## config.mk

```make
export PLATFORM = sky130hd
export DESIGN_NAME = tlb_invalidate
export DESIGN_NICKNAME = d
export VERILOG_FILES = /design/src/common/tlb_pkg.sv /design/src/tlb/tlb_invalidate.sv
export SDC_FILE = /design/constraint.sdc
export NUM_CORES = 1
export LEC_CHECK = 0
export BUFFER_PORTS_ARGS = -buffer_cell sky130_fd_sc_hd__buf_4
export CORE_MARGIN = 1
export CORE_UTILIZATION = 39
export CTS_BUF_LIST = sky130_fd_sc_hd__clkbuf_16
export DETAILED_ROUTE_END_ITERATION = 8
export PLACE_DENSITY = 0.9
export SLEW_MARGIN = 10
export SYNTH_ARGS = -nofsm -noshare
export SYNTH_HDL_FRONTEND = slang
export SYNTH_SLANG_ARGS = --single-unit
```

## constraint.sdc

```tcl
create_clock -name clk -period 2.72 [get_ports clk]
set_input_delay 0.544 -clock clk [delete_from_list [all_inputs] [get_ports clk]]
set_output_delay 0.544 -clock clk [all_outputs]
set_load 0.1 [all_outputs]
```

## src/common/tlb_pkg.sv

```systemverilog
package tlb_pkg;

    // geometry, 4 ways x 8 sets
    localparam int TLB_NWAY = 4;
    localparam int TLB_NSET = 8;
    localparam int TLB_NUM = TLB_NWAY * TLB_NSET;

    // index = {way, set}, way in the two upper bits
    localparam int TLB_IDX_W = $clog2(TLB_NUM);

    // field widths
    localparam int VPPN_W = 19;
    localparam int PPN_W = 20;
    localparam int ASID_W = 10;

    // page size codes
    localparam logic [5:0] PS_4K = 6'd12;
    localparam logic [5:0] PS_4M = 6'd21;

    // vppn starts at va bit 13
    // so a 4M page picks its half with vppn bit 8
    localparam int HUGE_ODD_BIT = int'(PS_4M) - 13;

    // INVTLB op codes
    localparam logic [4:0] INV_ALL0 = 5'd0;
    localparam logic [4:0] INV_ALL1 = 5'd1;
    localparam logic [4:0] INV_GLOBAL = 5'd2;
    localparam logic [4:0] INV_NONGLOBAL = 5'd3;
    localparam logic [4:0] INV_ASID = 5'd4;
    localparam logic [4:0] INV_ASID_VA = 5'd5;
    localparam logic [4:0] INV_GASID_VA = 5'd6;

    // one stored entry, tag part first
    typedef struct packed {
        logic [VPPN_W-1:0] vppn;
        logic [5:0]        ps;
        logic              g;
        logic [ASID_W-1:0] asid;
        logic              e;
        // even page
        logic [PPN_W-1:0]  ppn0;
        logic [1:0]        plv0;
        logic [1:0]        mat0;
        logic              d0;
        logic              v0;
        // odd page
        logic [PPN_W-1:0]  ppn1;
        logic [1:0]        plv1;
        logic [1:0]        mat1;
        logic              d1;
        logic              v1;
    } tlb_entry_t;

    // lookup request from fetch or lsu
    typedef struct packed {
        logic [VPPN_W-1:0] vppn;
        logic              odd_page;
        logic [ASID_W-1:0] asid;
    } tlb_search_req_t;

    // lookup result, one cycle after fetch
    typedef struct packed {
        logic                 found;
        logic [TLB_IDX_W-1:0] index;
        logic [5:0]           ps;
        logic [PPN_W-1:0]     ppn;
        logic                 v;
        logic                 d;
        logic [1:0]           mat;
        logic [1:0]           plv;
    } tlb_search_rsp_t;

    // INVTLB request
    typedef struct packed {
        logic [4:0]        op;
        logic [ASID_W-1:0] asid;
        logic [VPPN_W-1:0] vpn;
    } tlb_inv_t;

endpackage
```

## src/tlb/tlb_invalidate.sv

```systemverilog
`timescale 1ns/1ns

module tlb_invalidate (
    input  logic                          clk,
    input  logic                          rst,

    // request, valid/ready
    input  logic                          inv_valid,
    output logic                          inv_ready,
    input  tlb_pkg::tlb_inv_t             inv_req,

    // walk over the entry array
    output logic [tlb_pkg::TLB_IDX_W-1:0] scan_index,
    input  tlb_pkg::tlb_entry_t           scan_entry,
    output logic                          clr,
    output logic [tlb_pkg::TLB_IDX_W-1:0] clr_index
);
    import tlb_pkg::*;

    typedef enum logic {
        IDLE,
        SWEEP
    } state_t;

    state_t               state;
    logic [TLB_IDX_W-1:0] idx;
    tlb_inv_t             req_q;
    logic                 asid_eq;
    logic                 vpn_eq;
    logic                 hit;

    // ready only while idle
    assign inv_ready = state == IDLE;

    always_ff @(posedge clk) begin
        if (rst) begin
            state <= IDLE;
            idx <= '0;
        end else begin
            case (state)
                IDLE: begin
                    if (inv_valid) begin
                        state <= SWEEP;
                        idx <= '0;
                    end
                end
                SWEEP: begin
                    // one entry per cycle, 0 up to 31
                    idx <= idx + 1'b1;
                    if (idx == TLB_IDX_W'(TLB_NUM - 1)) begin
                        state <= IDLE;
                    end
                end
                default: state <= IDLE;
            endcase
        end
    end

    // latch the op at the handshake
    always_ff @(posedge clk) begin
        if (inv_ready && inv_valid) begin
            req_q <= inv_req;
        end
    end

    assign scan_index = idx;
    assign clr_index = idx;

    assign asid_eq = scan_entry.asid == req_q.asid;

    // 4M page compares the upper vpn bits only
    assign vpn_eq = (scan_entry.ps == PS_4K) ? (scan_entry.vppn == req_q.vpn) :
                    (scan_entry.vppn[18:10] == req_q.vpn[18:10]);

    // op table
    always_comb begin
        case (req_q.op)
            INV_ALL0,
            INV_ALL1:      hit = 1'b1;
            INV_GLOBAL:    hit = scan_entry.g;
            INV_NONGLOBAL: hit = !scan_entry.g;
            INV_ASID:      hit = !scan_entry.g && asid_eq;
            INV_ASID_VA:   hit = !scan_entry.g && asid_eq && vpn_eq;
            INV_GASID_VA:  hit = (scan_entry.g || asid_eq) && vpn_eq;
            // undefined op, sweep runs but nothing clears
            default:       hit = 1'b0;
        endcase
    end

    assign clr = (state == SWEEP) && hit;

endmodule

```

## Word level (Yosys, flattened, before mapping)

Index checks and enable logic that the tools add are counted.

| storage, ports and cells | value |
|---|---|
| flip-flop bits (word level) | 40 |
| bits of input ports | 126 |
| word-level logic and storage cells | 35 |

| operators by class | value |
|---|---|
| add/sub/neg operators | 1 |
| equality and inequality tests | 12 |
| muxes and demuxes | 7 |
| bitwise operators | 1 |
| reductions and logical operators | 9 |

Operator list:

| kind | number |
|---|---|
| == test 19 bit | 1 |
| == test 5 x 3 -> 1 bit (second input constant) | 3 |
| == test 10 bit | 1 |
| == test 5 x 2 -> 1 bit (second input constant) | 2 |
| one-hot mux 5 bit (2 select lines) | 1 |
| == test 9 bit | 1 |
| == test 6 x 4 -> 1 bit (second input constant) | 1 |
| one-hot mux 1 bit (6 select lines) | 1 |
| adder 5 x 1 -> 5 bit (second input constant) | 1 |
| == test 5 x 1 -> 1 bit (second input constant) | 1 |
| == test 5 bit (second input constant) | 1 |
| logical AND 1 bit | 5 |
| logical NOT 5 bit | 1 |
| two-way mux 5 bit | 1 |
| two-way mux 1 bit | 3 |
| inequality test 2 bit (second input constant) | 1 |
| one-hot mux 1 bit (2 select lines) | 1 |
| OR reduction 2 bit | 1 |
| logical NOT 1 bit | 1 |
| logical OR 1 bit | 1 |
| inverter 1 bit | 1 |

## Logic depth before layout (Yosys ltp)

| depth | value |
|---|---|
| depth in word-level cells | 5 |
| mapped depth | 5 |
| gate-level depth less buffers | 5 |

## Worst setup path after synthesis

No wires, ideal clock.

| timing | value |
|---|---|
| path kind | input to output |
| from | input port scan_entry[61] (netlist name) |
| to | output port clr |
| data arrival time | 2,192 ps |
| required time | 2,176 ps |
| setup slack | -16 ps |
| stages | 5 |
| path buffers | 0 |
| path through | xor2_1 nor4_2 nand3_1 a2111oi_2 a32o_1 |

| on the way | value |
|---|---|
| cells in the longest elaborated chain, start to end | 5 |

Ends and longest elaborated chain:

| element | line | text |
|---|---|---|
| start: declaration | tlb_invalidate.sv:14 | `input tlb_pkg::tlb_entry_t scan_entry,` |
| == test 10 bit * | tlb_invalidate.sv:69 | `assign asid_eq = scan_entry.asid == req_q.asid;` |
| logical OR 1 bit or logical AND 1 bit (tied branches) | tlb_invalidate.sv:84, tlb_invalidate.sv:82, tlb_invalidate.sv:83 |  |
| logical AND 1 bit (on tied branches) | tlb_invalidate.sv:84, tlb_invalidate.sv:83 |  |
| one-hot mux 1 bit (6 select lines) * | tlb_invalidate.sv:77 | `case (req_q.op)` |
| logical AND 1 bit * | tlb_invalidate.sv:90 | `assign clr = (state == SWEEP) && hit;` |
| end: declaration | tlb_invalidate.sv:15 | `output logic clr,` |

Every way passes the cells marked *; elsewhere a longest branch is shown, timed or not.

## Worst setup path after layout

| timing | value |
|---|---|
| from | register req_q[27] (netlist name) |
| to | output port clr |

| on the way | value |
|---|---|
| cells in the longest elaborated chain, start to end | 5 |

Ends and longest elaborated chain:

| element | line | text |
|---|---|---|
| start: declaration | tlb_invalidate.sv:27 | `tlb_inv_t req_q;` |
| start signal: assignment | tlb_invalidate.sv:62 | `req_q <= inv_req;` |
| == test 10 bit * | tlb_invalidate.sv:69 |  |
| logical OR 1 bit or logical AND 1 bit (tied branches) | tlb_invalidate.sv:84, tlb_invalidate.sv:82, tlb_invalidate.sv:83 |  |
| logical AND 1 bit (on tied branches) | tlb_invalidate.sv:84, tlb_invalidate.sv:83 |  |
| one-hot mux 1 bit (6 select lines) * | tlb_invalidate.sv:77 |  |
| logical AND 1 bit * | tlb_invalidate.sv:90 |  |

Marks and branches as above.

==> out/qor.csv <==
stage;metric;value;unit
layout;antenna_cells;0;
clock_network;cts_buffer_depth;2;
global_routing;overflow;0;
layout;nets;336;
die;core_area;0.004144;mm2
placed_design;place_ws;0.02454;ns
clock_network;cts_tree;done;
synth;yosys.area.top_type;edfxtp_1;
timing;period_needed;2.586;ns
synth;ys_seq_elements;40;
synth;synth_top_family_by_area;XOR/XNOR gates;
global_routing;grt_use_total;16.12;%
synth;synth_compound_area_share;4.718;%
clock_network;clkTransAtPathRegs;0.06;ns
drt;via_count;1301;
drt;via_per_inst;5.023;
min_path;hold_path.class;in2reg;
synth;avgSynthCellArea;14.47;um2
synth;synth_nets;249;
die;die_h;69.00;um
critical_path;path_cells;xor2_1 -> nor4_2 -> nand3_2 -> a2111oi_4 -> a32o_2 -> buf_8;
synth;netlist_top_cells_area;edfxtp_1 58%, xnor2_1 8.0%, xor2_1 7.5%;
critical_path;cp_data_required_time;2.18;ns
job;max-cap-violations;0;
die;ios;138;
drt;ant_nets;0;
synth;synth_top_area_share;58.33;%
critical_path;criticalPathCategory;reg2out;
synth;synth_simple_gate_area_share;10.01;%
synth;ys_seq_area_share;65.19;%
clock_network;clock-root-buffer;clkbuf_16;
timing;slew_viol_final;0;
timing;hold_violations;0;
drt;routed_wl;3.578;mm
synth;synth.cell_area;0.001750;mm2
clock_network;cts_hold_buf;0;
drt;post-route-drc-count;0;
timing;rsz0062_at_grt;false;
power_and_ir_drop;vdd_drop_max;0.5403;mV
die;rows;23;
placed_design;hpwl;2.831;mm
global_routing;grt_pass1_wl;5.244;mm
drt;dr.pass1.iters;4;
drt;post_drt_wl_per_cell;13.81;um
global_routing;antenna_found_initial;0;
synth;synthCells;121;
die;die_w;69.00;um
run_status;outcome;completed;
power_and_ir_drop;power_density;575.2;mW/mm2
timing;finClkSkew;0.003598;ns
critical_path;endpoint_kind;output pin;
timing;relSlewSlack;78.56;%
clock_network;postCtsSetupRepairBufs;0;
layout;final_common_cell;buf_4;
timing;worst_pin_slew;0.3209;ns
layout;drive_gt1_share;47.85;%
critical_path;critPathMaxFanout;2;
global_routing;grt_max_degree;25;
placed_design;io_buffers;84;
timing;setup_slack;0.1339;ns
placed_design;gp_congestion;0.7211;
synth;async_flop_share;0;%
critical_path;crit_arrival;2.04;ns
clock_network;numClockSinks;40;
drt;drtIter0Drc;85;
critical_path;reg2reg_setup_slack;1.22;ns
synth;synth_adder_area_share;1.430;%
layout;most-common-layout-cells;85 x buf_4, 34 x edfxtp_1, 16 x xnor2_1;
timing;setup-violations-final;0;
synth;synth_enable_flop_cells;34;
critical_path;max_stage_delay;0.38;ns
critical_path;slowest_stage;edfxtp_1;
synth;synth_ff_type;edfxtp_1;
die;dieArea;0.004760;mm2
layout;syn_to_final_growth;48.53;%
clock_network;cts_buffers;5;
synth;synthMuxAreaShare;0.5718;%
timing;worst_hold_slack;0.4373;ns
die;start_util;42.24;%
timing;setup_tns;0;ns
critical_path;startpoint_type;flop;
synth;synth-xor-area-share;15.51;%
power_and_ir_drop;leakage;1.052;nW
clock_network;h-tree-depth;2;
synth;synth_warnings;0;
synth;synth.distinct_cells;29;
timing;fmax;0.3867;GHz
layout;num-fill-cells;327;
clock_network;insertion_delay;0.28;ns
timing;period_share;95.08;%
global_routing;grt_pass1_vias;1300;
==> registers in the layout, summed over array words and instances, names as in the netlist <==
name	flops
clr_index	5
req_q	34
state	1
==> kinds of logic after synthesis <==
kind of cell | after synthesis
XOR/XNOR | 31
flip-flops | 40
AO/OA/AOI/OAI | 11
adder cells (fa/ha/maj) | 2
buffers and inverters | 7
multiplexers | 1
AND/OR/NAND/NOR | 29
==> layout make-up <==
type	instances	area (um2)	area share [%]
tap	50	62.56	2.406
timing repair buffer	86	653.1	25.12
inverter	1	3.754	0.1444
multi-input combinational	74	590.6	22.71
clock buffer	5	125.1	4.812
sequential	40	1141	43.89
clock inverter	3	23.77	0.9143
==> timing repair <==
item                       4_1_cts  5_1_grt
resized for setup                1        3
setup endpoints to repair        1        1
pin swaps                        0        1
==> worst max-delay path: cells and delay by family, from the launching register on <==
| family | cells | cell delay, ns |
|---|---|---|
| flops | 1 | 0.38 |
| simple gates | 2 | 0.50 |
| buf+inv | 1 | 0.20 |
| xor+xnor | 1 | 0.18 |
| compound gates | 2 | 0.51 |
==> through the flow <==
stage	util (%)	instance area, um2	instances	power [W]
floorplan	-	1752	121	0.0008275
global placement	58.54	2426	251	0.0009281
detailed placement	58.54	2426	251	0.0009362
CTS	62.23	2579	259	0.001507
global route	62.74	2600	259	0.001547
finish	62.74	2600	259	0.001496
==> final timing paths <==
kind / cells after the start / to / start
worst max-delay path: 6 / clr / req_q[27]$_DFFE_PP_
worst min register to register: 2 / clr_index[2]$_SDFFE_PP0P_ / clr_index[2]$_SDFFE_PP0P_
worst max register to register: 3 / req_q[29]$_DFFE_PP_ / state$_SDFF_PP0_
worst min-delay path: 1 / req_q[7]$_DFFE_PP_ / inv_req[7]
==> synthesized netlist by cell type (2+ instances only) <==
master	count
nand3_1	2
edfxtp_1	34
xor2_1	15
nor2b_1	2
ha_1	2
nor3_1	2
xnor2_1	16
nor4_2	2
a21oi_1	3
nor3b_1	3
buf_4	5
nand4_1	6
dfxtp_1	6
nor2_1	8
==> report_power, final <==
group / switching [W] / total [W] / internal (W) / leakage, nW
logic: 0.0000972 / 0.000205 / 0.000107 / 0.613
clock network: 0.000231 / 0.000572 / 0.000341 / 0.0660
registers: 0.0000161 / 0.000719 / 0.000703 / 0.373
total: 0.000344 / 0.00150 / 0.00115 / 1.05
==> metal layers <==
layer  global-route usage (%)  vias to the layer above  wire, um
li1                         -                      619         -
met1                    15.92                      598      1284
met2                    28.16                       75      1777
met3                    7.401                        9       436
met4                    8.163                        0        80
met5                        0                        -         0
No activity file was read; power rests on OpenSTA's default activity.
